**config.mk**
```make
export PLATFORM = sky130hd
export DESIGN_NAME = csr_unit
export DESIGN_NICKNAME = d
export VERILOG_FILES = /design/src/csr_pkg.sv /design/src/csr_decode.sv /design/src/csr_file.sv /design/src/trap_ctrl.sv /design/src/csr_unit.sv
export SDC_FILE = /design/constraint.sdc
export NUM_CORES = 1
export LEC_CHECK = 0
export BUFFER_PORTS_ARGS = -buffer_cell sky130_fd_sc_hd__buf_4
export CELL_PAD_IN_SITES_DETAIL_PLACEMENT = 1
export CELL_PAD_IN_SITES_GLOBAL_PLACEMENT = 1
export CORE_ASPECT_RATIO = 0.5
export CORE_MARGIN = 4
export CORE_UTILIZATION = 48
export CTS_BUF_LIST = sky130_fd_sc_hd__clkbuf_8
export CTS_CLUSTER_SIZE = 14
export DETAILED_ROUTE_END_ITERATION = 10
export GPL_ROUTABILITY_DRIVEN = 0
export PLACE_DENSITY_LB_ADDON = 0.2
export SYNTH_ARGS = -nofsm -noshare
export SYNTH_HDL_FRONTEND = slang
export SYNTH_SLANG_ARGS = --single-unit
```
**constraint.sdc**
```tcl
create_clock -name clk -period 5.1 [get_ports clk]
set_input_delay 1.02 -clock clk [delete_from_list [all_inputs] [get_ports clk]]
set_output_delay 1.02 -clock clk [all_outputs]
set_load 0.02 [all_outputs]
```
**src/csr_pkg.sv**
```systemverilog
`default_nettype none

package csr_pkg;

    localparam int xlen_w     = 32;
    localparam int csr_addr_w = 12;

    // machine csr addresses
    localparam logic [csr_addr_w-1:0] addr_mstatus  = 12'h300;
    localparam logic [csr_addr_w-1:0] addr_mie      = 12'h304;
    localparam logic [csr_addr_w-1:0] addr_mtvec    = 12'h305;
    localparam logic [csr_addr_w-1:0] addr_mscratch = 12'h340;
    localparam logic [csr_addr_w-1:0] addr_mepc     = 12'h341;
    localparam logic [csr_addr_w-1:0] addr_mcause   = 12'h342;
    localparam logic [csr_addr_w-1:0] addr_mtval    = 12'h343;
    localparam logic [csr_addr_w-1:0] addr_mip      = 12'h344;

    // mstatus fields
    localparam int         mstatus_mie_bit  = 3;
    localparam int         mstatus_mpie_bit = 7;
    localparam int         mstatus_mpp_lo   = 11;
    localparam int         mstatus_mpp_hi   = 12;
    localparam logic [1:0] mpp_machine      = 2'b11;

    // shared bit positions of mie and mip
    localparam int msi_bit = 3;
    localparam int mti_bit = 7;
    localparam int mei_bit = 11;

    // exception causes
    localparam logic [xlen_w-1:0] cause_illegal = 32'd2;
    localparam logic [xlen_w-1:0] cause_ecall_m = 32'd11;

    // interrupt codes, flagged by bit 31 in mcause
    localparam logic [xlen_w-1:0] irq_code_software = 32'd3;
    localparam logic [xlen_w-1:0] irq_code_timer    = 32'd7;
    localparam logic [xlen_w-1:0] irq_code_external = 32'd11;
    localparam int                mcause_int_bit    = 31;

    typedef enum logic [1:0] {
        op_none,
        op_write,
        op_set,
        op_clear
    } csr_op_e;

    localparam logic [6:0] opcode_system = 7'b1110011;
    localparam logic [6:0] funct7_mret   = 7'b0011000;
    localparam logic [4:0] rs2_mret      = 5'b00010;

    // one system word, seen as zicsr or as privileged encoding
    typedef union packed {
        struct packed {
            logic [11:0] csr;
            logic [4:0]  rs1;
            logic [2:0]  funct3;
            logic [4:0]  rd;
            logic [6:0]  opcode;
        } csr_fmt;
        struct packed {
            logic [6:0] funct7;
            logic [4:0] rs2;
            logic [4:0] rs1;
            logic [2:0] funct3;
            logic [4:0] rd;
            logic [6:0] opcode;
        } priv_fmt;
    } instr_u;

endpackage

`default_nettype wire

```
**src/csr_decode.sv**
```systemverilog
`timescale 1ns/1ps
`default_nettype none

module csr_decode (
    input  csr_pkg::instr_u                 instr,
    input  logic [csr_pkg::xlen_w-1:0]      rs1_data,
    output csr_pkg::csr_op_e                csr_op,
    output logic [csr_pkg::csr_addr_w-1:0]  csr_addr,
    output logic [csr_pkg::xlen_w-1:0]      csr_operand,
    output logic [4:0]                      rd_idx,
    output logic                            is_csr,
    output logic                            is_ecall,
    output logic                            is_mret,
    output logic                            is_illegal_enc
);
    import csr_pkg::*;

    logic       is_system;
    logic [2:0] funct3;
    logic       rs1_zero;
    logic       priv_base;

    assign is_system = (instr.csr_fmt.opcode == opcode_system);
    assign funct3    = instr.csr_fmt.funct3;
    assign rs1_zero  = (instr.csr_fmt.rs1 == 5'd0);

    // ecall and mret share funct3 = 0 with rs1 and rd zero
    assign priv_base = is_system
                    && (instr.priv_fmt.funct3 == 3'b000)
                    && (instr.priv_fmt.rs1 == 5'd0)
                    && (instr.priv_fmt.rd == 5'd0);

    assign is_ecall = priv_base
                   && (instr.priv_fmt.funct7 == 7'd0)
                   && (instr.priv_fmt.rs2 == 5'd0);

    assign is_mret = priv_base
                  && (instr.priv_fmt.funct7 == funct7_mret)
                  && (instr.priv_fmt.rs2 == rs2_mret);

    assign is_csr = is_system && (funct3[1:0] != 2'b00);

    // funct3 = 100 is reserved, funct3 = 000 only holds ecall and mret here
    assign is_illegal_enc = is_system
                         && ((funct3 == 3'b100)
                          || ((funct3 == 3'b000) && !is_ecall && !is_mret));

    assign csr_addr = instr.csr_fmt.csr;
    assign rd_idx   = instr.csr_fmt.rd;

    // immediate forms carry a zero-extended uimm in the rs1 field
    assign csr_operand = funct3[2] ? {{(xlen_w - 5){1'b0}}, instr.csr_fmt.rs1}
                                   : rs1_data;

    always_comb begin
        csr_op = op_none;
        if (is_csr) begin
            case (funct3[1:0])
                2'b01:   csr_op = op_write;
                // set or clear from x0 only reads
                2'b10:   csr_op = rs1_zero ? op_none : op_set;
                2'b11:   csr_op = rs1_zero ? op_none : op_clear;
                default: csr_op = op_none;
            endcase
        end
    end

endmodule

`default_nettype wire

```
**src/csr_file.sv**
```systemverilog
`timescale 1ns/1ps
`default_nettype none

module csr_file #(
    parameter logic [31:0] MTVEC_RESET = 32'h0000_0100
) (
    input  logic                            clk,
    input  logic                            rst_n,
    input  logic                            irq_external,
    input  logic                            irq_timer,
    input  logic                            irq_software,
    input  csr_pkg::csr_op_e                csr_op,
    input  logic [csr_pkg::csr_addr_w-1:0]  csr_addr,
    input  logic [csr_pkg::xlen_w-1:0]      csr_operand,
    input  logic                            csr_commit,
    input  logic                            trap_take,
    input  logic [csr_pkg::xlen_w-1:0]      trap_cause,
    input  logic [csr_pkg::xlen_w-1:0]      trap_tval,
    input  logic [csr_pkg::xlen_w-1:0]      trap_pc,
    input  logic                            mret_take,
    output logic [csr_pkg::xlen_w-1:0]      csr_rdata,
    output logic                            addr_known,
    output logic                            mstatus_mie,
    output logic [csr_pkg::xlen_w-1:0]      mtvec,
    output logic [csr_pkg::xlen_w-1:0]      mepc,
    output logic [2:0]                      irq_active
);
    import csr_pkg::*;

    // writable bits of mie
    localparam logic [xlen_w-1:0] irq_mask = (32'd1 << msi_bit)
                                           | (32'd1 << mti_bit)
                                           | (32'd1 << mei_bit);

    // mstatus only stores mie and mpie
    logic              mst_mie_q;
    logic              mst_mpie_q;
    logic [xlen_w-1:0] mstatus_val;
    logic [xlen_w-1:0] mie_q;
    logic [xlen_w-1:0] mip_q;
    logic [xlen_w-1:0] mtvec_q;
    logic [xlen_w-1:0] mscratch_q;
    logic [xlen_w-1:0] mepc_q;
    logic [xlen_w-1:0] mcause_q;
    logic [xlen_w-1:0] mtval_q;
    logic              wr_en;
    logic [xlen_w-1:0] wdata;

    always_comb begin
        mstatus_val = '0;
        mstatus_val[mstatus_mpp_hi:mstatus_mpp_lo] = mpp_machine;
        mstatus_val[mstatus_mpie_bit] = mst_mpie_q;
        mstatus_val[mstatus_mie_bit]  = mst_mie_q;
    end

    always_comb begin
        addr_known = 1'b1;
        case (csr_addr)
            addr_mstatus:  csr_rdata = mstatus_val;
            addr_mie:      csr_rdata = mie_q;
            addr_mtvec:    csr_rdata = mtvec_q;
            addr_mscratch: csr_rdata = mscratch_q;
            addr_mepc:     csr_rdata = mepc_q;
            addr_mcause:   csr_rdata = mcause_q;
            addr_mtval:    csr_rdata = mtval_q;
            addr_mip:      csr_rdata = mip_q;
            default: begin
                csr_rdata  = '0;
                addr_known = 1'b0;
            end
        endcase
    end

    // read-modify-write value, masked per register below
    assign wr_en = csr_commit && (csr_op != op_none);

    always_comb begin
        case (csr_op)
            op_write: wdata = csr_operand;
            op_set:   wdata = csr_rdata | csr_operand;
            op_clear: wdata = csr_rdata & ~csr_operand;
            default:  wdata = csr_rdata;
        endcase
    end

    // trap saves mie into mpie, mret restores it
    always_ff @(posedge clk or negedge rst_n) begin
        if (!rst_n) begin
            mst_mie_q  <= 1'b0;
            mst_mpie_q <= 1'b1;
        end else if (trap_take) begin
            mst_mpie_q <= mst_mie_q;
            mst_mie_q  <= 1'b0;
        end else if (mret_take) begin
            mst_mie_q  <= mst_mpie_q;
            mst_mpie_q <= 1'b1;
        end else if (wr_en && (csr_addr == addr_mstatus)) begin
            mst_mie_q  <= wdata[mstatus_mie_bit];
            mst_mpie_q <= wdata[mstatus_mpie_bit];
        end
    end

    // irq lines land in mip one cycle later, writes ignored
    always_ff @(posedge clk or negedge rst_n) begin
        if (!rst_n) begin
            mip_q <= '0;
        end else begin
            mip_q <= '0;
            mip_q[mei_bit] <= irq_external;
            mip_q[mti_bit] <= irq_timer;
            mip_q[msi_bit] <= irq_software;
        end
    end

    always_ff @(posedge clk or negedge rst_n) begin
        if (!rst_n) begin
            mie_q      <= '0;
            mtvec_q    <= MTVEC_RESET;
            mscratch_q <= '0;
        end else if (wr_en) begin
            if (csr_addr == addr_mie) begin
                mie_q <= wdata & irq_mask;
            end
            if (csr_addr == addr_mtvec) begin
                mtvec_q <= {wdata[xlen_w-1:2], 1'b0, wdata[0]};
            end
            if (csr_addr == addr_mscratch) begin
                mscratch_q <= wdata;
            end
        end
    end

    always_ff @(posedge clk or negedge rst_n) begin
        if (!rst_n) begin
            mepc_q   <= '0;
            mcause_q <= '0;
            mtval_q  <= '0;
        end else if (trap_take) begin
            mepc_q   <= {trap_pc[xlen_w-1:2], 2'b00};
            mcause_q <= trap_cause;
            mtval_q  <= trap_tval;
        end else if (wr_en) begin
            if (csr_addr == addr_mepc) begin
                mepc_q <= {wdata[xlen_w-1:2], 2'b00};
            end
            if (csr_addr == addr_mcause) begin
                mcause_q <= wdata;
            end
            if (csr_addr == addr_mtval) begin
                mtval_q <= wdata;
            end
        end
    end

    assign mstatus_mie = mst_mie_q;
    assign mtvec       = mtvec_q;
    assign mepc        = mepc_q;

    // [2] external, [1] timer, [0] software
    assign irq_active = {mip_q[mei_bit] & mie_q[mei_bit],
                         mip_q[mti_bit] & mie_q[mti_bit],
                         mip_q[msi_bit] & mie_q[msi_bit]};

    // a trap in the same cycle would drop the csr write
    a_trap_commit_excl: assert property (@(posedge clk) disable iff (!rst_n)
        !(trap_take && csr_commit))
        else $error("trap and csr commit strobes high together");

    a_trap_mret_excl: assert property (@(posedge clk) disable iff (!rst_n)
        !(trap_take && mret_take))
        else $error("trap and mret strobes high together");

endmodule

`default_nettype wire

```
**src/trap_ctrl.sv**
```systemverilog
`timescale 1ns/1ps
`default_nettype none

module trap_ctrl (
    input  logic                        instr_valid,
    input  logic [csr_pkg::xlen_w-1:0]  pc,
    input  logic [csr_pkg::xlen_w-1:0]  instr,
    input  logic [4:0]                  rd_idx,
    input  logic                        is_csr,
    input  logic                        is_ecall,
    input  logic                        is_mret,
    input  logic                        is_illegal_enc,
    input  logic                        addr_known,
    input  logic [csr_pkg::xlen_w-1:0]  csr_rdata,
    input  logic                        mstatus_mie,
    input  logic [csr_pkg::xlen_w-1:0]  mtvec,
    input  logic [csr_pkg::xlen_w-1:0]  mepc,
    input  logic [2:0]                  irq_active,
    output logic                        trap_take,
    output logic [csr_pkg::xlen_w-1:0]  trap_cause,
    output logic [csr_pkg::xlen_w-1:0]  trap_tval,
    output logic                        mret_take,
    output logic                        csr_commit,
    output logic                        rd_we,
    output logic [4:0]                  rd_addr,
    output logic [csr_pkg::xlen_w-1:0]  rd_data,
    output logic                        redirect_valid,
    output logic [csr_pkg::xlen_w-1:0]  redirect_pc
);
    import csr_pkg::*;

    logic              irq_take;
    logic              illegal;
    logic              exc_take;
    logic [xlen_w-1:0] irq_code;
    logic [xlen_w-1:0] trap_base;

    // an interrupt preempts whatever instruction is presented
    assign irq_take = instr_valid && mstatus_mie && (irq_active != 3'b000);
    assign illegal  = is_illegal_enc || (is_csr && !addr_known);
    assign exc_take = instr_valid && !irq_take && (illegal || is_ecall);

    // external, then software, then timer
    always_comb begin
        if (irq_active[2]) begin
            irq_code = irq_code_external;
        end else if (irq_active[0]) begin
            irq_code = irq_code_software;
        end else begin
            irq_code = irq_code_timer;
        end
    end

    assign trap_take  = irq_take || exc_take;
    assign trap_cause = irq_take ? (irq_code | (32'd1 << mcause_int_bit))
                                 : (illegal ? cause_illegal : cause_ecall_m);
    assign trap_tval  = (!irq_take && illegal) ? instr : '0;

    assign mret_take  = instr_valid && !irq_take && is_mret;
    assign csr_commit = instr_valid && !irq_take && is_csr && addr_known;

    // write-back returns the value before the update
    assign rd_we   = csr_commit && (rd_idx != 5'd0);
    assign rd_addr = rd_idx;
    assign rd_data = csr_rdata;

    assign trap_base      = {mtvec[xlen_w-1:2], 2'b00};
    assign redirect_valid = trap_take || mret_take;

    always_comb begin
        if (mret_take) begin
            redirect_pc = mepc;
        end else if (irq_take && mtvec[0]) begin
            // vectored mode, one word per cause
            redirect_pc = trap_base + (irq_code << 2);
        end else begin
            redirect_pc = trap_base;
        end
    end

    always_comb begin
        a_one_action: assert final ($onehot0({trap_take, mret_take, csr_commit}))
            else $error("more than one of trap, mret and commit at pc %h", pc);
    end

endmodule

`default_nettype wire

```
**src/csr_unit.sv**
```systemverilog
`timescale 1ns/1ps
`default_nettype none

module csr_unit #(
    parameter logic [31:0] MTVEC_RESET = 32'h0000_0100
) (
    input  logic                        clk,
    input  logic                        rst_n,
    input  logic                        instr_valid,
    input  logic [csr_pkg::xlen_w-1:0]  instr,
    input  logic [csr_pkg::xlen_w-1:0]  pc,
    input  logic [csr_pkg::xlen_w-1:0]  rs1_data,
    input  logic                        irq_external,
    input  logic                        irq_timer,
    input  logic                        irq_software,
    output logic                        rd_we,
    output logic [4:0]                  rd_addr,
    output logic [csr_pkg::xlen_w-1:0]  rd_data,
    output logic                        redirect_valid,
    output logic [csr_pkg::xlen_w-1:0]  redirect_pc
);
    import csr_pkg::*;

    // decode outputs
    csr_op_e                csr_op;
    logic [csr_addr_w-1:0]  csr_addr;
    logic [xlen_w-1:0]      csr_operand;
    logic [4:0]             rd_idx;
    logic                   is_csr;
    logic                   is_ecall;
    logic                   is_mret;
    logic                   is_illegal_enc;

    // csr file state seen by trap control
    logic [xlen_w-1:0]      csr_rdata;
    logic                   addr_known;
    logic                   mstatus_mie;
    logic [xlen_w-1:0]      mtvec;
    logic [xlen_w-1:0]      mepc;
    logic [2:0]             irq_active;

    // update strobes back into the file
    logic                   trap_take;
    logic [xlen_w-1:0]      trap_cause;
    logic [xlen_w-1:0]      trap_tval;
    logic                   mret_take;
    logic                   csr_commit;

    csr_decode u_decode (
        .instr          (instr),
        .rs1_data       (rs1_data),
        .csr_op         (csr_op),
        .csr_addr       (csr_addr),
        .csr_operand    (csr_operand),
        .rd_idx         (rd_idx),
        .is_csr         (is_csr),
        .is_ecall       (is_ecall),
        .is_mret        (is_mret),
        .is_illegal_enc (is_illegal_enc)
    );

    csr_file #(
        .MTVEC_RESET (MTVEC_RESET)
    ) u_file (
        .clk          (clk),
        .rst_n        (rst_n),
        .irq_external (irq_external),
        .irq_timer    (irq_timer),
        .irq_software (irq_software),
        .csr_op       (csr_op),
        .csr_addr     (csr_addr),
        .csr_operand  (csr_operand),
        .csr_commit   (csr_commit),
        .trap_take    (trap_take),
        .trap_cause   (trap_cause),
        .trap_tval    (trap_tval),
        .trap_pc      (pc),
        .mret_take    (mret_take),
        .csr_rdata    (csr_rdata),
        .addr_known   (addr_known),
        .mstatus_mie  (mstatus_mie),
        .mtvec        (mtvec),
        .mepc         (mepc),
        .irq_active   (irq_active)
    );

    trap_ctrl u_trap (
        .instr_valid    (instr_valid),
        .pc             (pc),
        .instr          (instr),
        .rd_idx         (rd_idx),
        .is_csr         (is_csr),
        .is_ecall       (is_ecall),
        .is_mret        (is_mret),
        .is_illegal_enc (is_illegal_enc),
        .addr_known     (addr_known),
        .csr_rdata      (csr_rdata),
        .mstatus_mie    (mstatus_mie),
        .mtvec          (mtvec),
        .mepc           (mepc),
        .irq_active     (irq_active),
        .trap_take      (trap_take),
        .trap_cause     (trap_cause),
        .trap_tval      (trap_tval),
        .mret_take      (mret_take),
        .csr_commit     (csr_commit),
        .rd_we          (rd_we),
        .rd_addr        (rd_addr),
        .rd_data        (rd_data),
        .redirect_valid (redirect_valid),
        .redirect_pc    (redirect_pc)
    );

endmodule

`default_nettype wire

```
; Word level (Yosys, flattened, before mapping)
; Index checks and enable logic that the tools add are counted.
; W data, S select, Z words.
[word_totals]
register_bits = 167
in_bits = 102
out_inout_bits = 71
[op_classes]
mux = 30
n_reduce_logical = 54
n_addsub = 1
bitwise = 6
n_eq_ne = 18
[op_table]
columns = operator, count
row1 = $mux W32, 14
row2 = $pmux W32 S8, 1
row3 = $eq A12 B10 Y1 const B, 8
row4 = $pmux W32 S3, 1
row5 = $add A32 B32 Y32, 1
row6 = $and A32 B32 Y32, 1
row7 = $not A32 Y32, 1
row8 = $or A32 B32 Y32, 1
row9 = $logic_and A1 B1 Y1, 24
row10 = $logic_not A5 Y1, 3
row11 = $reduce_and A2 Y1, 6
row12 = $reduce_bool A2 Y1, 6
row13 = $eq A2 B2 Y1 const B, 4
row14 = $mux W4, 2
row15 = $reduce_or A8 Y1, 1
row16 = $eq A7 B5 Y1 const B, 1
row17 = $eq A7 B7 Y1 const B, 1
row18 = $logic_not A7 Y1, 1
row19 = $mux W1, 7
row20 = $mux W2, 3
row21 = $pmux W2 S3, 1
row22 = $reduce_bool A3 Y1, 2
row23 = $eq A5 B2 Y1 const B, 1
row24 = $logic_or A1 B1 Y1, 5
row25 = 7 further kinds, 13

; Depth between registers and ports, before layout
[depth]
depth_word = 17
mapped_depth = 10

; Cells and area by module
; A second synthesis with hierarchy kept.
[hier_totals]
cells_unflattened = 1443
hier_area_um2 = 11971.5
[modules_own_cells]
columns = mod, area_each_um2, cells_per_inst, n_inst
row1 = csr_file, 9585.4, 1068, 1
row2 = trap_ctrl, 1875.5, 300, 1
row3 = csr_decode, 510.5, 75, 1

; Least setup slack after synthesis
; OpenSTA, ideal clock, no wires.
[synth_path]
path_kind = input port to output port
start = in instr[8] (netlist bit)
end = out redirect_valid
n_path_buf = 3
slack_ns = 0.857
cell_stages = 9
t_required_ns = 4.080
t_arrival_ns = 3.223
cell_sequence = or4_4 > or4_4 > or3_1 > o221ai_2 > buf_6 > nand2_2 > buf_6 > buf_2 > nand2_1
[synth_via]
elab_chain_cells = 14
word_cells_on_any_way = 18
cone_classes = reduce/logical: 18
[synth_lines]
columns = element, line
row1 = start: declaration, csr_unit.sv:10  ; input logic [csr_pkg::xlen_w-1:0] instr,
row2 = $logic_not A5 Y1 *, csr_decode.sv:31  ; && (instr.priv_fmt.rd == 5'd0);
row3 = $logic_and A1 B1 Y1 *, csr_decode.sv:31
row4 = $logic_and A1 B1 Y1, csr_decode.sv:34  ; && (instr.priv_fmt.funct7 == 7'd0)
row5 = $logic_and A1 B1 Y1, csr_decode.sv:35  ; && (instr.priv_fmt.rs2 == 5'd0);
row6 = $logic_not A1 Y1, csr_decode.sv:46  ; || ((funct3 == 3'b000) && !is_ecall && !is_mret));
row7 = $logic_and A1 B1 Y1 (2 in series), csr_decode.sv:46
row8 = $logic_or A1 B1 Y1, csr_decode.sv:46
row9 = $logic_and A1 B1 Y1, csr_decode.sv:45  ; && ((funct3 == 3'b100)
row10 = $logic_or A1 B1 Y1, trap_ctrl.sv:40  ; assign illegal = is_illegal_enc || (is_csr && !addr_known);
row11 = $logic_or A1 B1 Y1, trap_ctrl.sv:41  ; assign exc_take = instr_valid && !irq_take && (illegal || is_ecall);
row12 = $logic_and A1 B1 Y1, trap_ctrl.sv:41
row13 = $logic_or A1 B1 Y1, trap_ctrl.sv:54  ; assign trap_take = irq_take || exc_take;
row14 = $logic_or A1 B1 Y1 *, trap_ctrl.sv:68  ; assign redirect_valid = trap_take || mret_take;
row15 = end: declaration, csr_unit.sv:19  ; output logic redirect_valid,
; Every way passes the cells marked *; elsewhere a longest branch is shown, timed or not.

; Final worst setup path
[layout_path]
start = in instr[8] (netlist bit)
end = out redirect_pc[2] (netlist bit)
[layout_via]
elab_chain_cells = 6
[layout_lines]
columns = element, line
row1 = $logic_not A5 Y1, csr_decode.sv:31
row2 = $logic_and A1 B1 Y1, csr_decode.sv:31
row3 = $logic_and A1 B1 Y1, csr_decode.sv:38  ; && (instr.priv_fmt.funct7 == funct7_mret)
row4 = $logic_and A1 B1 Y1, csr_decode.sv:39  ; && (instr.priv_fmt.rs2 == rs2_mret);
row5 = $logic_and A1 B1 Y1, trap_ctrl.sv:59  ; assign mret_take = instr_valid && !irq_take && is_mret;
row6 = $mux W32, trap_ctrl.sv:71  ; if (mret_take) begin
row7 = end: declaration, csr_unit.sv:20  ; output logic [csr_pkg::xlen_w-1:0] redirect_pc
; No other way between the ends.

==> impl_metrics.prom <==
# TYPE chip_impl_metric gauge
chip_impl_metric{name="report.final.setup_viol",unit=""} 0
chip_impl_metric{name="fin_worst_skew",unit="ns"} 0.02007
chip_impl_metric{name="grt_antenna_before_repair",unit=""} 0
chip_impl_metric{name="p_leak",unit="nW"} 5.708
chip_impl_metric{name="timing_hold_violations_final",unit=""} 0
chip_impl_metric{name="slew_headroom",unit=""} 0.2884
chip_impl_metric{name="first_global_vias",unit=""} 11520
chip_impl_metric{name="detailedPlacementHpwl",unit="µm"} 31590
chip_impl_metric{name="seq_area_frac_synth",unit=""} 0.3803
chip_impl_metric{name="postSynthAreaPerCell",unit="µm²"} 8.825
chip_impl_metric{name="ir_drop",unit="mV"} 0.1814
chip_impl_metric{name="initial_core_utilization",unit=""} 0.4946
chip_impl_info{name="grt_setup_unrepaired",value="no"} 1
chip_impl_metric{name="placement_rows",unit=""} 38
chip_impl_metric{name="detail_route.wl_per_cell",unit="µm"} 27.11
chip_impl_info{name="ys_dominant_reg_cell",value="sky130_fd_sc_hd__dfrtp_1"} 1
chip_impl_metric{name="netlist-cell-type-count",unit=""} 78
chip_impl_metric{name="core_area",unit="µm²"} 21970
chip_impl_metric{name="placedInstanceArea",unit="µm²"} 12440
chip_impl_metric{name="tightestPinTransition",unit="ns"} 1.067
chip_impl_metric{name="max-clock-path-buffers",unit=""} 2
chip_impl_metric{name="wl",unit="µm"} 45520
chip_impl_metric{name="grt_first_pass_wirelength",unit="µm"} 69210
chip_impl_metric{name="pin_count_of_the_biggest_net_entering_global_routing",unit=""} 126
chip_impl_metric{name="clock_transition_at_path_regs",unit="ns"} 0.10
chip_impl_metric{name="cts.repair_timing.setup_buffer_count",unit=""} 0
chip_impl_metric{name="finalSetupTns",unit="ns"} 0
chip_impl_info{name="criticalPathCategory",value="in2out"} 1
chip_impl_metric{name="vias_per_cell",unit=""} 6.676
chip_impl_metric{name="synth-async-reset-ratio",unit=""} 1.000
chip_impl_metric{name="syn_to_final_growth",unit="%"} 18.51
chip_impl_info{name="endpoint_kind",value="primary output"} 1
chip_impl_info{name="cp_common_cell",value="sky130_fd_sc_hd__buf_4"} 1
chip_impl_metric{name="filler_cell_count",unit=""} 2581
chip_impl_metric{name="netlist_area",unit="µm²"} 10860
chip_impl_metric{name="req_time_crit_path",unit="ns"} 4.08
chip_impl_info{name="worstHoldPathType",value="in2async"} 1
chip_impl_metric{name="hold-worst-slack",unit="ns"} 0.4226
chip_impl_info{name="final_cell_mix",value="sky130_fd_sc_hd__buf_4, sky130_fd_sc_hd__nand2_1, sky130_fd_sc_hd__dfrtp_1, sky130_fd_sc_hd__o21ai_0, sky130_fd_sc_hd__mux2i_1"} 1
chip_impl_metric{name="post_synth_inst_count",unit=""} 1231
chip_impl_metric{name="antenna_diode_count",unit=""} 0
chip_impl_metric{name="max_clock_freq",unit="MHz"} 217.3
chip_impl_metric{name="drt_drc_violations_left",unit=""} 0
chip_impl_info{name="start_kind",value="input port"} 1
chip_impl_info{name="critical_path.reg2reg.startpoint",value="u_file.mie_q[11]"} 1
chip_impl_metric{name="clock_sink_count",unit=""} 165
chip_impl_info{name="cp_cell_sequence",value="buf_4 > or4_4 > or4_4 > nor2_1 > and4_2 > buf_4 > o21ai_0 > buf_4"} 1
chip_impl_metric{name="fp.dieArea",unit="µm²"} 25250
chip_impl_metric{name="io-pin-count",unit=""} 173
chip_impl_metric{name="ff2ff_path_depth",unit=""} 8
chip_impl_metric{name="antenna_violating_nets_post_route",unit=""} 0
chip_impl_metric{name="layout_min_cycle_time",unit="ns"} 4.603
chip_impl_info{name="most_frequent_standard_cell_in_the_layout_excluding_fill_and_tap_cells",value="sky130_fd_sc_hd__buf_4"} 1
chip_impl_metric{name="final_nets",unit=""} 1471
chip_impl_info{name="crit_slowest_cell",value="sky130_fd_sc_hd__or4_4"} 1
chip_impl_info{name="timing.critical_path.from",value="instr[8]"} 1
chip_impl_metric{name="grt_remaining_overflow",unit=""} 0
chip_impl_metric{name="cellPowerDensity",unit="nW/µm²"} 226.3
chip_impl_metric{name="worst-r2r-setup-slack",unit="ns"} 1.61
chip_impl_metric{name="die_width",unit="µm"} 220.8
chip_impl_metric{name="cts_resized",unit=""} 0
chip_impl_metric{name="ctsHoldBuffers",unit=""} 0
chip_impl_metric{name="num_vias",unit=""} 11210
chip_impl_metric{name="cts-buffers-inserted",unit=""} 17
chip_impl_metric{name="die-height",unit="µm"} 114.4
chip_impl_metric{name="synth.ff_latch_count",unit=""} 165
chip_impl_info{name="run_status",value="finished, final reports clean"} 1
chip_impl_metric{name="groute.usage.overall",unit=""} 0.3609
chip_impl_metric{name="worst_path_largest_cell_delay",unit="ns"} 0.58
chip_impl_metric{name="drive_above_1_share",unit=""} 0.2364
chip_impl_metric{name="cap_viol_max_count",unit=""} 0
chip_impl_metric{name="drt_pre_antenna_iters",unit=""} 6
chip_impl_metric{name="ctsHtreeMaxLevel",unit=""} 4
chip_impl_metric{name="synth_warnings",unit=""} 0
chip_impl_info{name="cts-root-buf",value="sky130_fd_sc_hd__clkbuf_8"} 1
chip_impl_metric{name="critical_path.max_fanout",unit=""} 39
chip_impl_metric{name="synth_edf_count",unit=""} 0
chip_impl_metric{name="slew_violations",unit=""} 0
chip_impl_metric{name="post-route-cell-area",unit="µm²"} 12870
chip_impl_metric{name="port_buffers",unit=""} 168
chip_impl_metric{name="dr.first_iter.drc_count",unit=""} 1365
chip_impl_metric{name="finalCritPeriodShare",unit=""} 0.9025
chip_impl_info{name="crit_end",value="redirect_pc[2]"} 1
chip_impl_info{name="r2r_end",value="u_file.mepc[14]"} 1
chip_impl_info{name="tritoncts",value="built"} 1
chip_impl_metric{name="clk_latency",unit="ns"} 0.51
chip_impl_metric{name="timing.critical_path.arrival",unit="ns"} 3.58
-- cells in the mapped netlist, types with 5 or more instances --
master | n | area (µm²)
sky130_fd_sc_hd__and3_1 | 15 | 93.84
sky130_fd_sc_hd__buf_1 | 9 | 33.78
sky130_fd_sc_hd__nor3_1 | 20 | 100.1
sky130_fd_sc_hd__buf_2 | 14 | 70.07
sky130_fd_sc_hd__a2bb2oi_1 | 5 | 43.79
sky130_fd_sc_hd__nand2b_1 | 22 | 137.6
sky130_fd_sc_hd__o31ai_1 | 11 | 82.58
sky130_fd_sc_hd__nor2b_1 | 16 | 100.1
sky130_fd_sc_hd__or2_2 | 8 | 50.05
sky130_fd_sc_hd__dfrtp_1 | 163 | 4079
sky130_fd_sc_hd__xnor2_1 | 23 | 201.4
sky130_fd_sc_hd__o22ai_1 | 41 | 256.5
sky130_fd_sc_hd__a21oi_1 | 33 | 165.2
sky130_fd_sc_hd__a22oi_1 | 25 | 187.7
sky130_fd_sc_hd__or3_1 | 8 | 50.05
sky130_fd_sc_hd__o2bb2ai_1 | 5 | 43.79
sky130_fd_sc_hd__xor2_1 | 18 | 157.7
sky130_fd_sc_hd__nand3_1 | 38 | 190.2
sky130_fd_sc_hd__inv_1 | 32 | 120.1
sky130_fd_sc_hd__a211oi_1 | 20 | 150.1
sky130_fd_sc_hd__a22o_1 | 21 | 183.9
sky130_fd_sc_hd__mux2i_1 | 81 | 810.8
sky130_fd_sc_hd__nand4_1 | 11 | 68.82
sky130_fd_sc_hd__mux2_4 | 9 | 135.1
sky130_fd_sc_hd__o21ai_1 | 5 | 25.02
sky130_fd_sc_hd__o21ai_0 | 120 | 600.6
sky130_fd_sc_hd__nand2_1 | 183 | 686.9
sky130_fd_sc_hd__o211ai_1 | 9 | 67.56
sky130_fd_sc_hd__clkbuf_1 | 65 | 244.0
sky130_fd_sc_hd__and2_1 | 18 | 112.6
sky130_fd_sc_hd__o32a_1 | 9 | 90.09
sky130_fd_sc_hd__and4_1 | 6 | 52.55
sky130_fd_sc_hd__nor3b_1 | 7 | 52.55
sky130_fd_sc_hd__nor2_1 | 39 | 146.4
sky130_fd_sc_hd__a32oi_1 | 7 | 61.31
sky130_fd_sc_hd__buf_4 | 8 | 60.06
sky130_fd_sc_hd__mux2_2 | 41 | 461.7
-- per-stage QoR --
stage | total power, mW | cells | util | worst slack, ns
floorplan | 1.646 | 1232 | - | 0.8566
global placement | 1.811 | 1647 | 0.5665 | 0.6077
detailed placement | 1.832 | 1647 | 0.5665 | 0.5679
CTS | 2.901 | 1679 | 0.5861 | 0.5483
global route | 3.005 | 1679 | 0.5861 | 0.4307
finish | 2.913 | 1679 | 0.5861 | 0.4971
-- routing by layer --
layer | routed length, µm | part of all wire | track usage | up-vias
li1 | - | - | - | 4725
met1 | 18610 | 0.41 | 0.4937 | 5600
met2 | 20390 | 0.45 | 0.5645 | 737
met3 | 5010 | 0.11 | 0.07900 | 147
met4 | 1516 | 0.033 | 0.1392 | 0
met5 | 0 | 0 | 0 | -
-- critical path, delay by kind of cell --
kind                   cells  cell delay [ns]
and+or+nand+nor            4             1.50
AOI/OAI and AO/OA          1             0.29
buffers and inverters      3             0.75
-- where the power goes --
group	leakage [nW]	internal, mW	switching, mW	total [mW]
clock	0.224	0.543	0.551	1.09
combinational	3.28	0.180	0.211	0.392
sequential	2.20	1.37	0.0556	1.43
-- layout make-up --
class                   count  area (µm²)  area share
multi-input cells         936        6195      0.4811
flip-flops and latches    165        4131      0.3209
clock buffers              18       247.7     0.01924
inverters                  32       120.1    0.009329
clock inverters            14       182.7     0.01419
repair buffers            214        1623      0.1260
well taps                 300       375.4     0.02915
-- state kept, by name (all words and copies together), names as in the netlist --
signal / flops
u_file.mtval_q: 32
u_file.mcause_q: 32
u_file.mtvec: 31
u_file.mscratch_q: 32
u_file.mie_q: 3
u_file.mepc: 30
u_file.mst_mpie_q: 1
u_file.mstatus_mie: 1
u_file.mip_q: 3
-- cells by family after synthesis --
family / after synthesis / share of synthesized area
AO/OA/AOI/OAI: 344 / 0.2109
XOR/XNOR: 41 / 0.03305
AND/OR/NAND/NOR: 415 / 0.1904
flip-flops: 165 / 0.3803
buffers and inverters: 131 / 0.05206
adder cells (fa/ha/maj): 3 / 0.003455
multiplexers: 131 / 0.1296
other: 1 / 0.0003452
-- how the worst min path moves through the flow --
stage	from	endpoint	slack, ns	depth (start not counted)
after floorplan	u_file.mscratch_q[12]	u_file.mscratch_q[12]	0.44	2
after global placement	u_file.mscratch_q[3]	u_file.mscratch_q[3]	0.46	2
after detailed placement	u_file.mscratch_q[4]	u_file.mscratch_q[4]	0.47	2
after CTS	rst_n	u_file.mcause_q[1]	0.43	1
after global routing	rst_n	u_file.mtval_q[24]	0.44	1
final	rst_n	u_file.mcause_q[1]	0.42	1
(Power assumes the default switching activity.)
